<file path="src/source/copper_pkg.sv">
// ****************************************
// shared widths, opcodes and host address map
// program word layout: op in bits 15..13
// host addresses are byte addresses, word stride 4
// ****************************************
`default_nettype none

package copper_pkg;

    // beam and data widths
    localparam int x_bits = 11;
    localparam int y_bits = 10;
    localparam int reg_addr_bits = 6;
    localparam int data_bits = 16;

    // unlisted codes run as no-ops
    typedef enum logic [2:0] {
        op_set_x     = 3'd0,
        op_wait_y    = 3'd1,
        op_write_reg = 3'd2,
        op_halt      = 3'd7
    } op_t;

    typedef enum logic [2:0] {
        st_fetch,
        st_data,
        st_write,
        st_raster_wait,
        st_halted
    } engine_state_t;

    // host address map
    localparam logic [15:0] ctrl_addr = 16'h0000;
    localparam logic [15:0] status_addr = 16'h0004;
    localparam logic [15:0] dreg_base = 16'h0100;
    localparam logic [15:0] prog_base = 16'h2000;

    // status word fields
    localparam int stat_wait_bit = 0;
    localparam int stat_halt_bit = 1;
    localparam int stat_y_lsb = 16;

endpackage

`default_nettype wire

</file>
<file path="src/source/copper_reg_if.sv">
// ****************************************
// copper to display register write channel
// valid holds with addr and data until ready
// ****************************************
`default_nettype none

interface copper_reg_if;
    import copper_pkg::*;

    logic [reg_addr_bits-1:0] addr;
    logic [data_bits-1:0] data;
    logic valid;
    logic ready;

    modport copper (
        output addr, data, valid,
        input  ready
    );

    modport regfile (
        input  addr, data, valid,
        output ready
    );
endinterface

`default_nettype wire

</file>
<file path="src/source/copper_engine.sv">
// ****************************************
// copper program sequencer
// write_reg takes two words, op then data
// halt restarts at address 0 on the next frame
// enable low freezes the program in place
// ****************************************
`default_nettype none

module copper_engine #(
    parameter int prog_addr_bits = 11
) (
    input  logic clk,
    input  logic reset,
    input  logic enable,
    input  logic [copper_pkg::x_bits-1:0] raster_x,
    input  logic [copper_pkg::y_bits-1:0] raster_y,
    input  logic frame_start,
    output logic [prog_addr_bits-1:0] pc,
    input  logic [copper_pkg::data_bits-1:0] prog_word,
    copper_reg_if.copper wr,
    output logic waiting,
    output logic halted
);
    import copper_pkg::*;

    engine_state_t state;
    op_t op;
    logic [x_bits-1:0] target_x;
    logic [y_bits-1:0] target_y;
    logic target_hit;
    logic decode;

    assign op = op_t'(prog_word[data_bits-1 -: 3]);
    assign target_hit = raster_x == target_x && raster_y == target_y;

    // a finished write overlaps the next op decode
    assign decode = enable && (state == st_fetch || (state == st_write && wr.ready));

    assign waiting = state == st_raster_wait;
    assign halted = state == st_halted;

    always_ff @(posedge clk) begin
        if (reset) begin
            pc <= '0;
            state <= st_fetch;
            wr.valid <= 1'b0;
        end else begin
            // pending write completes even while disabled
            if (state == st_write && wr.ready) begin
                wr.valid <= 1'b0;
                state <= st_fetch;
            end

            if (decode) begin
                case (op)
                    op_wait_y: begin
                        pc <= pc + 1'b1;
                        state <= st_raster_wait;
                    end
                    op_write_reg: begin
                        pc <= pc + 1'b1;
                        state <= st_data;
                    end
                    op_halt: begin
                        state <= st_halted;
                    end
                    // set_x and unknown codes
                    default: begin
                        pc <= pc + 1'b1;
                    end
                endcase
            end else if (enable) begin
                case (state)
                    st_data: begin
                        wr.valid <= 1'b1;
                        pc <= pc + 1'b1;
                        state <= st_write;
                    end
                    st_raster_wait: begin
                        if (target_hit) begin
                            state <= st_fetch;
                        end
                    end
                    st_halted: begin
                        if (frame_start) begin
                            pc <= '0;
                            state <= st_fetch;
                        end
                    end
                    default: begin
                    end
                endcase
            end
        end
    end

    // operand and write payload capture
    always_ff @(posedge clk) begin
        if (decode && op == op_set_x) begin
            target_x <= prog_word[x_bits-1:0];
        end
        if (decode && op == op_wait_y) begin
            target_y <= prog_word[y_bits-1:0];
        end
        if (decode && op == op_write_reg) begin
            wr.addr <= prog_word[reg_addr_bits-1:0];
        end
        // second word of write_reg is the data
        if (enable && state == st_data) begin
            wr.data <= prog_word;
        end
    end

endmodule

`default_nettype wire

</file>
<file path="src/flat_wrapper.sv">
// flat-port wrapper written by rule: the top's interface ports become plain ports
module copper_engine_flat import copper_pkg::*;
#(
    parameter int prog_addr_bits = 11
)
  (clk, reset, enable, raster_x, raster_y, frame_start, pc, prog_word, waiting, halted, wr_addr, wr_data, wr_valid, wr_ready);
  copper_reg_if wr_i ();
  input  logic clk;
  input  logic reset;
  input  logic enable;
  input  logic [copper_pkg::x_bits-1:0] raster_x;
  input  logic [copper_pkg::y_bits-1:0] raster_y;
  input  logic frame_start;
  output logic [prog_addr_bits-1:0] pc;
  input  logic [copper_pkg::data_bits-1:0] prog_word;
  output logic waiting;
  output logic halted;
  output wire logic [$bits(wr_i.addr)-1:0] wr_addr;
  output wire logic [$bits(wr_i.data)-1:0] wr_data;
  output wire logic [$bits(wr_i.valid)-1:0] wr_valid;
  input wire logic [$bits(wr_i.ready)-1:0] wr_ready;
  assign wr_addr = wr_i.addr;
  assign wr_data = wr_i.data;
  assign wr_valid = wr_i.valid;
  assign wr_i.ready = wr_ready;
  copper_engine #(.prog_addr_bits(prog_addr_bits)) u_core (.clk(clk), .reset(reset), .enable(enable), .raster_x(raster_x), .raster_y(raster_y), .frame_start(frame_start), .pc(pc), .prog_word(prog_word), .wr(wr_i), .waiting(waiting), .halted(halted));
endmodule
</file>
<file path="config.mk">
export PLATFORM = sky130hd
export DESIGN_NAME = copper_engine_flat
export DESIGN_NICKNAME = d
export VERILOG_FILES = /design/src/source/copper_pkg.sv /design/src/source/copper_reg_if.sv /design/src/source/copper_engine.sv /design/src/flat_wrapper.sv
export SDC_FILE = /design/constraint.sdc
export NUM_CORES = 1
export LEC_CHECK = 0
export ABC_AREA = 1
export BUFFER_PORTS_ARGS = -buffer_cell sky130_fd_sc_hd__buf_2
export CORE_UTILIZATION = 35
export DETAILED_ROUTE_END_ITERATION = 8
export PLACE_DENSITY = 0.68
export SLEW_MARGIN = 20
export SYNTH_ARGS = -nofsm -noshare
export SYNTH_HDL_FRONTEND = slang
export SYNTH_SLANG_ARGS = --single-unit
</file>
<file path="constraint.sdc">
create_clock -name clk -period 2.8 [get_ports clk]
set_input_delay 0.28 -clock clk [delete_from_list [all_inputs] [get_ports clk]]
set_output_delay 0.28 -clock clk [all_outputs]
set_load 0.01 [all_outputs]
</file>
==> results of run 1 <==
[through the flow]
step	total power [mW]	utilization [%]
after floorplan	1.05	-
after global placement	1.11	43.2
after detailed placement	1.12	43.2
after CTS	1.94	46.1
after global routing	1.99	46.1
final	1.91	46.1
[worst max path at each step]
stage / startpoint / endpoint / slack [ns] / cells after the start
after floorplan: u_core.state[0] / u_core.target_x[0] / 0.67 / 3
after global placement: wr_ready / u_core.wr.addr[0] / 1.07 / 5
after detailed placement: u_core.state[0] / u_core.wr.data[6] / 0.96 / 4
after CTS: u_core.state[0] / u_core.wr.data[15] / 0.93 / 4
after global routing: u_core.state[0] / u_core.state[0] / 0.74 / 7
final: u_core.state[2] / u_core.state[0] / 0.93 / 7
[report_power, final]
part	switching (mW)	leakage (nW)	total [mW]	internal, mW
sequential	0.0118	0.511	0.954	0.942
combinational	0.0895	0.930	0.146	0.0566
clock	0.320	0.104	0.814	0.495
total	0.421	1.54	1.91	1.49
[layer usage]
metal	vias to the layer above	global-route usage [%]
li1	1071	-
met1	910	16.9
met2	59	24.7
met3	6	5.00
met4	0	6.01
met5	-	0
[registers in the layout (all words and copies together) (netlist names)]
name / cells
u_core.wr.addr: 6
u_core.target_x: 11
u_core.pc: 11
u_core.state: 3
u_core.wr.valid: 1
u_core.target_y: 10
u_core.wr.data: 16
[logic make-up after synthesis]
logic type / after synthesis / synth area share (%)
AND/OR/NAND/NOR: 138 / 23.4
flip-flops: 58 / 61.3
buffers and inverters: 55 / 8.44
AO/OA/AOI/OAI: 21 / 5.30
XOR/XNOR: 3 / 1.01
adder cells (fa/ha/maj): 1 / 0.482
[cells in the mapped netlist, drive strengths merged (2+ instances only)]
| library cell | count |
|---|---|
| nor2 | 31 |
| nor4 | 2 |
| a211oi | 3 |
| edfxtp | 43 |
| xnor2 | 3 |
| a21oi | 13 |
| a31oi | 2 |
| dfxtp | 15 |
| nor3 | 7 |
| o21ai | 2 |
| inv | 53 |
| nand3 | 16 |
| nand2 | 77 |
| nand4 | 5 |
[area by class of cell]
class / count / area share, %
clock inverter: 6 / 2.45
sequential: 58 / 47.9
inverter: 54 / 6.13
multi-input combinational: 163 / 24.0
tap: 99 / 3.72
timing repair buffer: 79 / 12.0
clock buffer: 10 / 3.84
==> impl_results.html, run 1 <==
<table>
<tr><th>Metric</th><th>Value</th></tr>
<tr><th colspan="2">Min path</th></tr>
<tr><td>Start point of the worst hold path</td><td>prog_word[11]</td></tr>
<tr><td>Class of the tightest hold or removal check</td><td>primary input to register</td></tr>
<tr><td>Hold Crit Endpoint</td><td>u_core.wr.data[11]</td></tr>
<tr><td>Hold Path Cell Cnt</td><td>1</td></tr>
<tr><th colspan="2">Layout</th></tr>
<tr><td>Number of antenna repair diodes</td><td>0</td></tr>
<tr><td>Post-Layout Cell Count</td><td>469</td></tr>
<tr><td>FF/Latch Area</td><td>0.00159 mm2</td></tr>
<tr><td>Finished layout cell area</td><td>0.00333 mm2</td></tr>
<tr><td>Final-layout fill cell count</td><td>702</td></tr>
<tr><td>Final Net Count</td><td>408</td></tr>
<tr><td>Area of the multi-input gates</td><td>797 um2</td></tr>
<tr><td>Highest-count cells in the layout ignoring fill and taps</td><td>sky130_fd_sc_hd__buf_2, sky130_fd_sc_hd__nand2_1, sky130_fd_sc_hd__inv_1</td></tr>
<tr><td>Share of cells above drive strength 1</td><td>30.0%</td></tr>
<tr><td>Area growth from synthesis to layout</td><td>28.2%</td></tr>
<tr><td>Leading cell type in the layout, fill and taps excluded</td><td>sky130_fd_sc_hd__buf_2</td></tr>
<tr><th colspan="2">Setup path</th></tr>
<tr><td>Critical path launch point type</td><td>register</td></tr>
<tr><td>Type of the setup path with the least slack</td><td>register to register</td></tr>
<tr><td>Combined buffer and inverter count along the critical path</td><td>2</td></tr>
<tr><td>Crit-path leading delay family</td><td>simple AND/OR/NAND/NOR gates</td></tr>
<tr><td>Slowest library cell on the worst path</td><td>sky130_fd_sc_hd__nor3_1</td></tr>
<tr><td>FF-to-FF End</td><td>u_core.state[0]</td></tr>
<tr><td>Critical path arrival</td><td>2.14 ns</td></tr>
<tr><td>Endpoint class of the critical path</td><td>register</td></tr>
<tr><td>Worst flop-to-flop path startpoint</td><td>u_core.state[2]</td></tr>
<tr><td>Critical path fanouts, max</td><td>7</td></tr>
<tr><td>Cells along the critical path</td><td>inv_2 &gt; nand4_2 &gt; nor3_1 &gt; nor2_1 &gt; nand3_1 &gt; nand2_1 &gt; inv_1</td></tr>
<tr><td>Reg2reg path depth</td><td>7</td></tr>
<tr><td>Critical Path RT</td><td>3.08 ns</td></tr>
<tr><td>Worst R2R Setup Slack</td><td>0.93 ns</td></tr>
<tr><td>Stage delay of the slowest cell on the critical path</td><td>0.75 ns</td></tr>
<tr><th colspan="2">Drt</th></tr>
<tr><td>Number of nets with antenna violations after routing</td><td>0</td></tr>
<tr><td>Highest routing layer actually used</td><td>met4</td></tr>
<tr><td>WL per Instance</td><td>11.4 um</td></tr>
<tr><td>Residual DRC</td><td>0</td></tr>
<tr><td>Routed wl met2</td><td>2530 um</td></tr>
<tr><td>Routed vias</td><td>2046</td></tr>
<tr><td>Length of routed wiring on met1</td><td>2460 um</td></tr>
<tr><td>Routed length on met3</td><td>317 um</td></tr>
<tr><td>Iteration count of the initial detailed-routing pass</td><td>4</td></tr>
<tr><td>Via/cell ratio</td><td>4.36</td></tr>
<tr><td>Wire length after detailed routing</td><td>5360 um</td></tr>
<tr><td>Initial DRC count</td><td>53</td></tr>
<tr><th colspan="2">Timing</th></tr>
<tr><td>Maximum clock rate</td><td>0.536 GHz</td></tr>
<tr><td>Max-slew headroom at the worst pin</td><td>39.7%</td></tr>
<tr><td>Worst-case hold slack</td><td>0.122 ns</td></tr>
<tr><td>Setup TNS</td><td>0 ns</td></tr>
<tr><td>Final period utilization</td><td>66.6%</td></tr>
<tr><td>Actual transition at the worst max-transition pin</td><td>0.897 ns</td></tr>
<tr><td>Post-layout min period</td><td>1.87 ns</td></tr>
<tr><td>Number of max-slew violations in the final report</td><td>0</td></tr>
<tr><td>Hold Violations, Final</td><td>0</td></tr>
<tr><td># setup viols final</td><td>0</td></tr>
<tr><td>Worst Slack Setup Final</td><td>0.935 ns</td></tr>
<tr><td>Unrepaired setup endpoints after global routing</td><td>false</td></tr>
<tr><td>Layout Skew</td><td>0.00744 ns</td></tr>
<tr><th colspan="2">Synth</th></tr>
<tr><td>Fraction of the yosys area taken by sequential cells</td><td>61.3%</td></tr>
<tr><td>Most frequently used flop master after synthesis</td><td>sky130_fd_sc_hd__edfxtp_1</td></tr>
<tr><td>Fraction of synthesis flops using an asynchronous set or reset pin</td><td>0%</td></tr>
<tr><td>Count of synthesis-stage warnings from yosys</td><td>0</td></tr>
<tr><td>Synthesized area per cell</td><td>9.40 um2</td></tr>
<tr><td>Count of flip-flops with a built-in enable after synthesis</td><td>43</td></tr>
<tr><td>Synthesized area</td><td>0.00259 mm2</td></tr>
<tr><td>Portion of synthesized cell area occupied by the leading cell type</td><td>49.8%</td></tr>
<tr><td>Number of different library cells in the post-synthesis netlist</td><td>26</td></tr>
<tr><td>Cell accounting for the most synthesized area</td><td>sky130_fd_sc_hd__edfxtp_1</td></tr>
<tr><td>Mapped Nets</td><td>319</td></tr>
<tr><td>Biggest area contributors in the synthesized netlist</td><td>sky130_fd_sc_hd__edfxtp_1, sky130_fd_sc_hd__dfxtp_1, sky130_fd_sc_hd__nand2_1</td></tr>
<tr><td>Cell count after synthesis</td><td>276</td></tr>
<tr><td>Number of synthesized register bits</td><td>58</td></tr>
<tr><th colspan="2">Global routing</th></tr>
<tr><td>Global-route usage over all layers</td><td>14.6%</td></tr>
<tr><td>Maximum number of pins on one net before global-route repair</td><td>17</td></tr>
<tr><td>Number of global-route vias before repair</td><td>1851</td></tr>
<tr><td>Total congestion overflow</td><td>0</td></tr>
<tr><td>Initial antenna violation count</td><td>0</td></tr>
<tr><td>First-pass GRT wire length</td><td>8250 um</td></tr>
<tr><th colspan="2">CTS</th></tr>
<tr><td>Worst skew pair latency</td><td>0.33 ns</td></tr>
<tr><td>Clock buffer count from CTS</td><td>9</td></tr>
<tr><td>Gates resized, CTS repair</td><td>0</td></tr>
<tr><td>Post CTS Setup Buffer Count</td><td>0</td></tr>
<tr><td>Maximum root-to-sink buffer count</td><td>2</td></tr>
<tr><td>Hold bufs inserted after CTS</td><td>0</td></tr>
<tr><td>TritonCTS clock tree</td><td>yes</td></tr>
<tr><td>Register clock-pin slew on the reported worst setup and hold paths</td><td>0.07 ns</td></tr>
<tr><td>Total clock sinks</td><td>58</td></tr>
<tr><td>CTS H-tree depth</td><td>3</td></tr>
<tr><td>Clk Tree Root Cell</td><td>sky130_fd_sc_hd__clkbuf_8</td></tr>
<tr><th colspan="2">Placement</th></tr>
<tr><td>HPWL Detailed</td><td>4080 um</td></tr>
<tr><td>PortBufs</td><td>77</td></tr>
<tr><td>Worst slack at placement</td><td>0.955 ns</td></tr>
<tr><td>Total placed instance area</td><td>0.00312 mm2</td></tr>
<tr><td>Gpl congestion</td><td>0.858</td></tr>
<tr><td>Placed insts</td><td>453</td></tr>
<tr><th colspan="2">Pwr</th></tr>
<tr><td>Maximum vdd drop</td><td>259 uV</td></tr>
<tr><td>LEAKAGE</td><td>1.54 nW</td></tr>
<tr><td>Power density cells</td><td>576 mW/mm2</td></tr>
<tr><th colspan="2">Floorplanning</th></tr>
<tr><td>Die outline area</td><td>0.00776 mm2</td></tr>
<tr><td>Standard-cell rows</td><td>31</td></tr>
<tr><td>Die W</td><td>88.1 um</td></tr>
<tr><td>Top Ports</td><td>78</td></tr>
<tr><td>Initial cell density of the core</td><td>36.0%</td></tr>
<tr><td>Placeable core region</td><td>0.00721 mm2</td></tr>
<tr><td>Vertical die dimension</td><td>88.1 um</td></tr>
<tr><th colspan="2">Run status</th></tr>
<tr><td>Outcome</td><td>complete, no violations</td></tr>
<tr><th colspan="2">Job</th></tr>
<tr><td>Max capacitance violation total</td><td>0</td></tr>
</table>
Power figures use the tool's default switching activity.
==> run 2, diff against run 1 <==
--- a/config.mk
+++ b/config.mk
@@ -9,7 +9,7 @@
 export BUFFER_PORTS_ARGS = -buffer_cell sky130_fd_sc_hd__buf_2
 export CORE_UTILIZATION = 35
 export DETAILED_ROUTE_END_ITERATION = 8
-export PLACE_DENSITY = 0.68
+export PLACE_DENSITY = 0.7
 export SLEW_MARGIN = 20
 export SYNTH_ARGS = -nofsm -noshare
 export SYNTH_HDL_FRONTEND = slang
==> constraint.sdc (replaced) <==
create_clock -name clk -period 1.6 [get_ports clk]
set_input_delay 0.16 -clock clk [delete_from_list [all_inputs] [get_ports clk]]
set_output_delay 0.16 -clock clk [all_outputs]
set_load 0.01 [all_outputs]
==> run 2 against run 1 <==
Net effect: total power rose by 77%; non-clock buffer count grew 12; critical endpoint is now u_core.pc[10]; setup slack got worse by 0.87 ns.
==> impl_results.html, run 2 (same netlist as run 1, synthesis figures left out) <==
<table>
<tr><th>Metric</th><th>Value</th></tr>
<tr><th colspan="2">Timing</th></tr>
<tr><td>Unrepaired setup endpoints after global routing</td><td>true</td></tr>
<tr><td>Setup TNS</td><td>0 ns</td></tr>
<tr><td>Max-slew headroom at the worst pin</td><td>79.4%</td></tr>
<tr><td>Actual transition at the worst max-transition pin</td><td>0.307 ns</td></tr>
<tr><td>Layout Skew</td><td>0.00564 ns</td></tr>
<tr><td># setup viols final</td><td>0</td></tr>
<tr><td>Hold Violations, Final</td><td>0</td></tr>
<tr><td>Number of max-slew violations in the final report</td><td>0</td></tr>
<tr><td>Post-layout min period</td><td>1.54 ns</td></tr>
<tr><td>Maximum clock rate</td><td>0.650 GHz</td></tr>
<tr><td>Final period utilization</td><td>96.1%</td></tr>
<tr><th colspan="2">Setup path</th></tr>
<tr><td>Stage delay of the slowest cell on the critical path</td><td>0.38 ns</td></tr>
<tr><td>Combined buffer and inverter count along the critical path</td><td>1</td></tr>
<tr><td>Endpoint class of the critical path</td><td>register</td></tr>
<tr><td>Critical Path RT</td><td>1.86 ns</td></tr>
<tr><td>Slowest library cell on the worst path</td><td>sky130_fd_sc_hd__dfxtp_2</td></tr>
<tr><td>Type of the setup path with the least slack</td><td>register to register</td></tr>
<tr><td>Cells along the critical path</td><td>ha_1 &gt; nand2_1 &gt; inv_2 &gt; nand3_1 &gt; nor2_2 &gt; nand2_1 &gt; nor2_2 &gt; nand3_1 &gt; nand2_1 &gt; nand3_1 &gt; a21oi_1</td></tr>
<tr><td>Crit-path leading delay family</td><td>simple AND/OR/NAND/NOR gates</td></tr>
<tr><td>Critical path launch point type</td><td>register</td></tr>
<tr><td>Critical path fanouts, max</td><td>5</td></tr>
<tr><td>Critical path arrival</td><td>1.80 ns</td></tr>
<tr><th colspan="2">CTS</th></tr>
<tr><td>Register clock-pin slew on the reported worst setup and hold paths</td><td>0.07 ns</td></tr>
<tr><td>Clock buffer count from CTS</td><td>9</td></tr>
<tr><td>Clk Tree Root Cell</td><td>sky130_fd_sc_hd__clkbuf_8</td></tr>
<tr><td>TritonCTS clock tree</td><td>yes</td></tr>
<tr><td>CTS H-tree depth</td><td>3</td></tr>
<tr><td>Worst skew pair latency</td><td>0.33 ns</td></tr>
<tr><td>Maximum root-to-sink buffer count</td><td>2</td></tr>
<tr><td>Total clock sinks</td><td>58</td></tr>
<tr><th colspan="2">Job</th></tr>
<tr><td>Max capacitance violation total</td><td>0</td></tr>
<tr><th colspan="2">Pwr</th></tr>
<tr><td>LEAKAGE</td><td>1.61 nW</td></tr>
<tr><td>Power density cells</td><td>981 mW/mm2</td></tr>
<tr><td>Maximum vdd drop</td><td>376 uV</td></tr>
<tr><th colspan="2">Layout</th></tr>
<tr><td>Leading cell type in the layout, fill and taps excluded</td><td>sky130_fd_sc_hd__buf_2</td></tr>
<tr><td>Share of cells above drive strength 1</td><td>31.9%</td></tr>
<tr><td>Finished layout cell area</td><td>0.00345 mm2</td></tr>
<tr><td>Number of antenna repair diodes</td><td>0</td></tr>
<tr><td>Highest-count cells in the layout ignoring fill and taps</td><td>sky130_fd_sc_hd__buf_2, sky130_fd_sc_hd__nand2_1, sky130_fd_sc_hd__inv_1</td></tr>
<tr><td>Final Net Count</td><td>420</td></tr>
<tr><td>Flip-flop count of the largest register after layout</td><td>16</td></tr>
<tr><td>Register with the highest flop count</td><td>u_core.wr.data</td></tr>
<tr><td>Area growth from synthesis to layout</td><td>33.0%</td></tr>
<tr><td>Leading registers by flop count</td><td>u_core.wr.data x16, u_core.pc x11, u_core.target_x x11</td></tr>
<tr><th colspan="2">Global routing</th></tr>
<tr><td>Global-route usage over all layers</td><td>15.0%</td></tr>
<tr><td>First-pass GRT wire length</td><td>8560 um</td></tr>
<tr><td>Total congestion overflow</td><td>0</td></tr>
<tr><td>Maximum number of pins on one net before global-route repair</td><td>17</td></tr>
<tr><td>Initial antenna violation count</td><td>0</td></tr>
<tr><td>Number of global-route vias before repair</td><td>1915</td></tr>
<tr><th colspan="2">Floorplanning</th></tr>
<tr><td>Top Ports</td><td>78</td></tr>
<tr><td>Die outline area</td><td>0.00776 mm2</td></tr>
<tr><td>Initial cell density of the core</td><td>36.0%</td></tr>
<tr><td>Placeable core region</td><td>0.00721 mm2</td></tr>
<tr><td>Die W</td><td>88.1 um</td></tr>
<tr><td>Vertical die dimension</td><td>88.1 um</td></tr>
<tr><td>Standard-cell rows</td><td>31</td></tr>
<tr><th colspan="2">Drt</th></tr>
<tr><td>Via/cell ratio</td><td>4.45</td></tr>
<tr><td>Number of nets with antenna violations after routing</td><td>0</td></tr>
<tr><td>Iteration count of the initial detailed-routing pass</td><td>4</td></tr>
<tr><td>Wire length after detailed routing</td><td>5600 um</td></tr>
<tr><td>Initial DRC count</td><td>74</td></tr>
<tr><td>Residual DRC</td><td>0</td></tr>
<tr><td>Routed vias</td><td>2139</td></tr>
<tr><td>WL per Instance</td><td>11.6 um</td></tr>
<tr><th colspan="2">Placement</th></tr>
<tr><td>PortBufs</td><td>77</td></tr>
<tr><td>HPWL Detailed</td><td>4100 um</td></tr>
<tr><td>Total placed instance area</td><td>0.00316 mm2</td></tr>
<tr><td>Gpl congestion</td><td>0.820</td></tr>
<tr><th colspan="2">Min path</th></tr>
<tr><td>Class of the tightest hold or removal check</td><td>primary input to register</td></tr>
<tr><th colspan="2">Run status</th></tr>
<tr><td>Outcome</td><td>complete, no violations</td></tr>
</table>
==> run 2: cell count changes in the layout (fill, tap and decap cells not counted), sizes merged <==
cell	change
buf	+9
clkinv	+1
dlygate4sd3	+3
clkbuf	-1
==> run 2: final timing paths <==
check / from / endpoint / slack [ns] / cells after the start
setup / recovery: u_core.pc[0] / u_core.pc[10] / 0.06 / 11
hold / removal: prog_word[7] / u_core.wr.data[7] / 0.04 / 1
setup reg to reg: u_core.pc[0] / u_core.pc[10] / 0.06 / 11
hold reg to reg: u_core.wr.valid / u_core.wr.valid / 0.48 / 2
==> run 2: per-layer routing <==
| layer | up-vias | GRT usage (%) | wire (um) |
|---|---|---|---|
| met5 | - | 0 | 0 |
| met4 | 0 | 5.72 | 82 |
| met3 | 10 | 6.22 | 495 |
| met2 | 97 | 24.7 | 2630 |
| met1 | 941 | 17.7 | 2390 |
| li1 | 1091 | - | - |
==> run 2: area by class of cell <==
cell class,instances,area (um2)
tap,99,124
clock inverter,7,83.8
sequential,58,1590
fill,703,3760
clock buffer,9,124
timing repair buffer,91,510
inverter,54,204
multi-input combinational,163,811
==> run 2: through the flow <==
step / util [%] / total power [mW] / setup WS, ns / hold slack, ns / cells
floorplan: - / 1.84 / -0.0923 / 0.229 / 276
global placement: 43.8 / 1.96 / 0.135 / 0.338 / 457
detailed placement: 43.8 / 1.97 / 0.0459 / 0.339 / 457
CTS: 47.0 / 3.40 / 0.0306 / 0.00324 / 475
global route: 47.8 / 3.53 / -0.0777 / 0.0188 / 481
finish: 47.8 / 3.39 / 0.0620 / 0.0402 / 481
==> run 2: timing repair <==
item | in CTS | in global routing
endpoints found under the setup margin | 2 | 3
pin swaps | 0 | 1
hold buffers | 2 | 1
endpoints found under the hold margin | 2 | 2
resized for setup | 2 | 2
buffers inserted | 0 | 5
==> run 2: where the power goes <==
part	total (mW)	switching, mW	internal (mW)
sequential	1.67	0.0204	1.65
clock	1.42	0.560	0.857
combinational	0.299	0.170	0.129
==> run 3, diff against run 2 <==
--- a/config.mk
+++ b/config.mk
@@ -8,6 +8,7 @@
 export ABC_AREA = 1
 export BUFFER_PORTS_ARGS = -buffer_cell sky130_fd_sc_hd__buf_2
 export CORE_UTILIZATION = 35
+export CTS_BUF_LIST = sky130_fd_sc_hd__clkbuf_8 sky130_fd_sc_hd__clkbuf_16
 export DETAILED_ROUTE_END_ITERATION = 8
 export PLACE_DENSITY = 0.7
 export SLEW_MARGIN = 20
==> constraint.sdc (replaced) <==
create_clock -name clk -period 1.6 [get_ports clk]
set_input_delay 0 -clock clk [delete_from_list [all_inputs] [get_ports clk]]
set_output_delay 0 -clock clk [all_outputs]
set_load 0.01 [all_outputs]
==> run 3 against run 2 <==
Net effect: combinational power increased by 8.4%; sequential cell count unchanged; setup slack worse by 0.0018 ns; via count is 1.3% higher; routed wire length up 1.6%; total power rose by 0.83%; final cell count increased by 3.1%; fmax is 0.12% lower; utilization grew 2.0 points; global-route usage is 0.58 points higher; clock power about the same.
==> impl_results.html, run 3 (same netlist as run 1, synthesis figures left out) <==
<table>
<tr><th>Metric</th><th>Value</th></tr>
<tr><th colspan="2">Run status</th></tr>
<tr><td>Outcome</td><td>complete, no violations</td></tr>
<tr><th colspan="2">Timing</th></tr>
<tr><td>Worst Slack Setup Final</td><td>0.0602 ns</td></tr>
<tr><td>Max-slew headroom at the worst pin</td><td>79.5%</td></tr>
<tr><td>Post-layout min period</td><td>1.54 ns</td></tr>
<tr><td>Actual transition at the worst max-transition pin</td><td>0.306 ns</td></tr>
<tr><td>Number of max-slew violations in the final report</td><td>0</td></tr>
<tr><td># setup viols final</td><td>0</td></tr>
<tr><td>Layout Skew</td><td>0.00498 ns</td></tr>
<tr><td>Unrepaired setup endpoints after global routing</td><td>true</td></tr>
<tr><td>Maximum clock rate</td><td>0.649 GHz</td></tr>
<tr><td>Final period utilization</td><td>96.2%</td></tr>
<tr><td>Hold Violations, Final</td><td>0</td></tr>
<tr><th colspan="2">Drt</th></tr>
<tr><td>WL per Instance</td><td>11.5 um</td></tr>
<tr><td>Initial DRC count</td><td>67</td></tr>
<tr><td>Iteration count of the initial detailed-routing pass</td><td>4</td></tr>
<tr><td>Wire length after detailed routing</td><td>5680 um</td></tr>
<tr><td>Via/cell ratio</td><td>4.37</td></tr>
<tr><td>Residual DRC</td><td>0</td></tr>
<tr><td>Number of nets with antenna violations after routing</td><td>0</td></tr>
<tr><td>Routed vias</td><td>2167</td></tr>
<tr><th colspan="2">Min path</th></tr>
<tr><td>Start point of the worst hold path</td><td>frame_start</td></tr>
<tr><td>Class of the tightest hold or removal check</td><td>primary input to register</td></tr>
<tr><td>Hold Crit Endpoint</td><td>u_core.state[2]</td></tr>
<tr><td>Hold Path Cell Cnt</td><td>4</td></tr>
<tr><th colspan="2">Setup path</th></tr>
<tr><td>Stage delay of the slowest cell on the critical path</td><td>0.38 ns</td></tr>
<tr><td>Critical path launch point type</td><td>register</td></tr>
<tr><td>Type of the setup path with the least slack</td><td>register to register</td></tr>
<tr><td>Worst flop-to-flop path startpoint</td><td>u_core.pc[0]</td></tr>
<tr><td>Cells along the critical path</td><td>ha_1 &gt; nand2_1 &gt; inv_2 &gt; nand3_1 &gt; nor2_2 &gt; nand2_1 &gt; nor2_2 &gt; nand3_1 &gt; nand2_1 &gt; nand3_1 &gt; a21oi_1</td></tr>
<tr><td>Reg2reg path depth</td><td>11</td></tr>
<tr><td>FF-to-FF End</td><td>u_core.pc[10]</td></tr>
<tr><td>Critical path arrival</td><td>1.80 ns</td></tr>
<tr><td>Slowest library cell on the worst path</td><td>sky130_fd_sc_hd__dfxtp_2</td></tr>
<tr><td>Critical Path RT</td><td>1.86 ns</td></tr>
<tr><td>Worst R2R Setup Slack</td><td>0.06 ns</td></tr>
<tr><td>Critical path fanouts, max</td><td>5</td></tr>
<tr><td>Endpoint class of the critical path</td><td>register</td></tr>
<tr><th colspan="2">CTS</th></tr>
<tr><td>Maximum root-to-sink buffer count</td><td>2</td></tr>
<tr><td>Clock buffer count from CTS</td><td>9</td></tr>
<tr><td>CTS H-tree depth</td><td>3</td></tr>
<tr><td>Register clock-pin slew on the reported worst setup and hold paths</td><td>0.06 ns</td></tr>
<tr><td>TritonCTS clock tree</td><td>yes</td></tr>
<tr><td>Total clock sinks</td><td>58</td></tr>
<tr><td>Clk Tree Root Cell</td><td>sky130_fd_sc_hd__clkbuf_8</td></tr>
<tr><td>Worst skew pair latency</td><td>0.33 ns</td></tr>
<tr><th colspan="2">Layout</th></tr>
<tr><td>Leading cell type in the layout, fill and taps excluded</td><td>sky130_fd_sc_hd__buf_2</td></tr>
<tr><td>Register with the highest flop count</td><td>u_core.wr.data</td></tr>
<tr><td>Number of antenna repair diodes</td><td>0</td></tr>
<tr><td>Area of the multi-input gates</td><td>802 um2</td></tr>
<tr><td>Flip-flop count of the largest register after layout</td><td>16</td></tr>
<tr><td>Area growth from synthesis to layout</td><td>38.5%</td></tr>
<tr><td>Fin util</td><td>49.8%</td></tr>
<tr><td>Share of cells above drive strength 1</td><td>31.0%</td></tr>
<tr><td>Post-Layout Cell Count</td><td>496</td></tr>
<tr><td>Final-layout fill cell count</td><td>689</td></tr>
<tr><td>Leading registers by flop count</td><td>u_core.wr.data x16, u_core.pc x11, u_core.target_x x11</td></tr>
<tr><td>Highest-count cells in the layout ignoring fill and taps</td><td>sky130_fd_sc_hd__buf_2, sky130_fd_sc_hd__nand2_1, sky130_fd_sc_hd__inv_1</td></tr>
<tr><td>FF/Latch Area</td><td>0.00160 mm2</td></tr>
<tr><td>Final Net Count</td><td>435</td></tr>
<tr><th colspan="2">Floorplanning</th></tr>
<tr><td>Initial cell density of the core</td><td>36.0%</td></tr>
<tr><td>Die W</td><td>88.1 um</td></tr>
<tr><td>Die outline area</td><td>0.00776 mm2</td></tr>
<tr><td>Vertical die dimension</td><td>88.1 um</td></tr>
<tr><td>Placeable core region</td><td>0.00721 mm2</td></tr>
<tr><td>Top Ports</td><td>78</td></tr>
<tr><td>Standard-cell rows</td><td>31</td></tr>
<tr><th colspan="2">Pwr</th></tr>
<tr><td>Power, Total</td><td>3.41 mW</td></tr>
<tr><td>Power density cells</td><td>950 mW/mm2</td></tr>
<tr><td>Maximum vdd drop</td><td>373 uV</td></tr>
<tr><td>LEAKAGE</td><td>1.67 nW</td></tr>
<tr><th colspan="2">Placement</th></tr>
<tr><td>HPWL Detailed</td><td>4100 um</td></tr>
<tr><td>Worst slack at placement</td><td>0.0459 ns</td></tr>
<tr><td>Placed insts</td><td>457</td></tr>
<tr><td>Gpl congestion</td><td>0.820</td></tr>
<tr><td>PortBufs</td><td>77</td></tr>
<tr><th colspan="2">Global routing</th></tr>
<tr><td>Number of global-route vias before repair</td><td>1997</td></tr>
<tr><td>Global-route usage over all layers</td><td>15.6%</td></tr>
<tr><td>Maximum number of pins on one net before global-route repair</td><td>17</td></tr>
<tr><td>Total congestion overflow</td><td>0</td></tr>
<tr><td>First-pass GRT wire length</td><td>8910 um</td></tr>
<tr><td>Initial antenna violation count</td><td>0</td></tr>
<tr><th colspan="2">Job</th></tr>
<tr><td>Max capacitance violation total</td><td>0</td></tr>
</table>
run 3: report_power, final:
| part | switching [mW] | internal, mW |
|---|---|---|
| Combinational | 0.172 | 0.152 |
| Clock | 0.563 | 0.857 |
| Sequential | 0.0199 | 1.65 |
run 3: metrics by stage:
stage	TNS, ns	hold slack, ns	cell area (um2)
after floorplan	-1.80	0.0691	2610
after global placement	0	0.178	3160
after detailed placement	0	0.179	3160
after CTS	0	0.0286	3550
after global routing	-0.0777	0.0714	3590
final	0	0.0517	3590
run 3: how the worst max path moves through the flow:
stage / cells past startpoint / end / slack (ns) / startpoint
after floorplan: 3 / u_core.target_x[0] / -0.09 / u_core.state[0]
after global placement: 11 / u_core.pc[10] / 0.14 / u_core.pc[0]
after detailed placement: 11 / u_core.pc[10] / 0.05 / u_core.pc[0]
after CTS: 11 / u_core.pc[10] / 0.03 / u_core.pc[1]
after global routing: 11 / u_core.pc[10] / -0.08 / u_core.pc[0]
final: 11 / u_core.pc[10] / 0.06 / u_core.pc[0]
run 3: worst max-delay path, delay by kind of cell (launching register included):
kind	cells	cell delay (ns)
AO/OA/AOI/OAI	1	0.13
adder cells (fa/ha/maj)	1	0.20
buffers and inverters	1	0.09
flip-flops	1	0.38
AND/OR/NAND/NOR	8	0.68
run 3: cell type report:
class / instances / area share (%)
Tap cell: 99 / 3.45
Timing Repair Buffer: 106 / 18.4
Inverter: 54 / 5.68
Multi-Input combinational cell: 163 / 22.3
Sequential cell: 58 / 44.4
Clock inverter: 7 / 2.33
Clock buffer: 9 / 3.45
run 3: layer usage:
| metal | global-route usage, % | share of wire [%] | vias up |
|---|---|---|---|
| met4 | 5.87 | 0.95 | 0 |
| met1 | 18.3 | 44 | 968 |
| li1 | - | - | 1122 |
| met2 | 26.0 | 48 | 72 |
| met3 | 6.03 | 6.8 | 5 |
| met5 | 0 | 0 | - |
run 3: what timing repair did:
action,4_1_cts,5_1_grt
cloned,0,0
resized for setup,1,3
buffers inserted,0,5
pin swaps,0,1
setup endpoints to repair,1,3
hold buffers,18,0
endpoints found under the hold margin,48,0
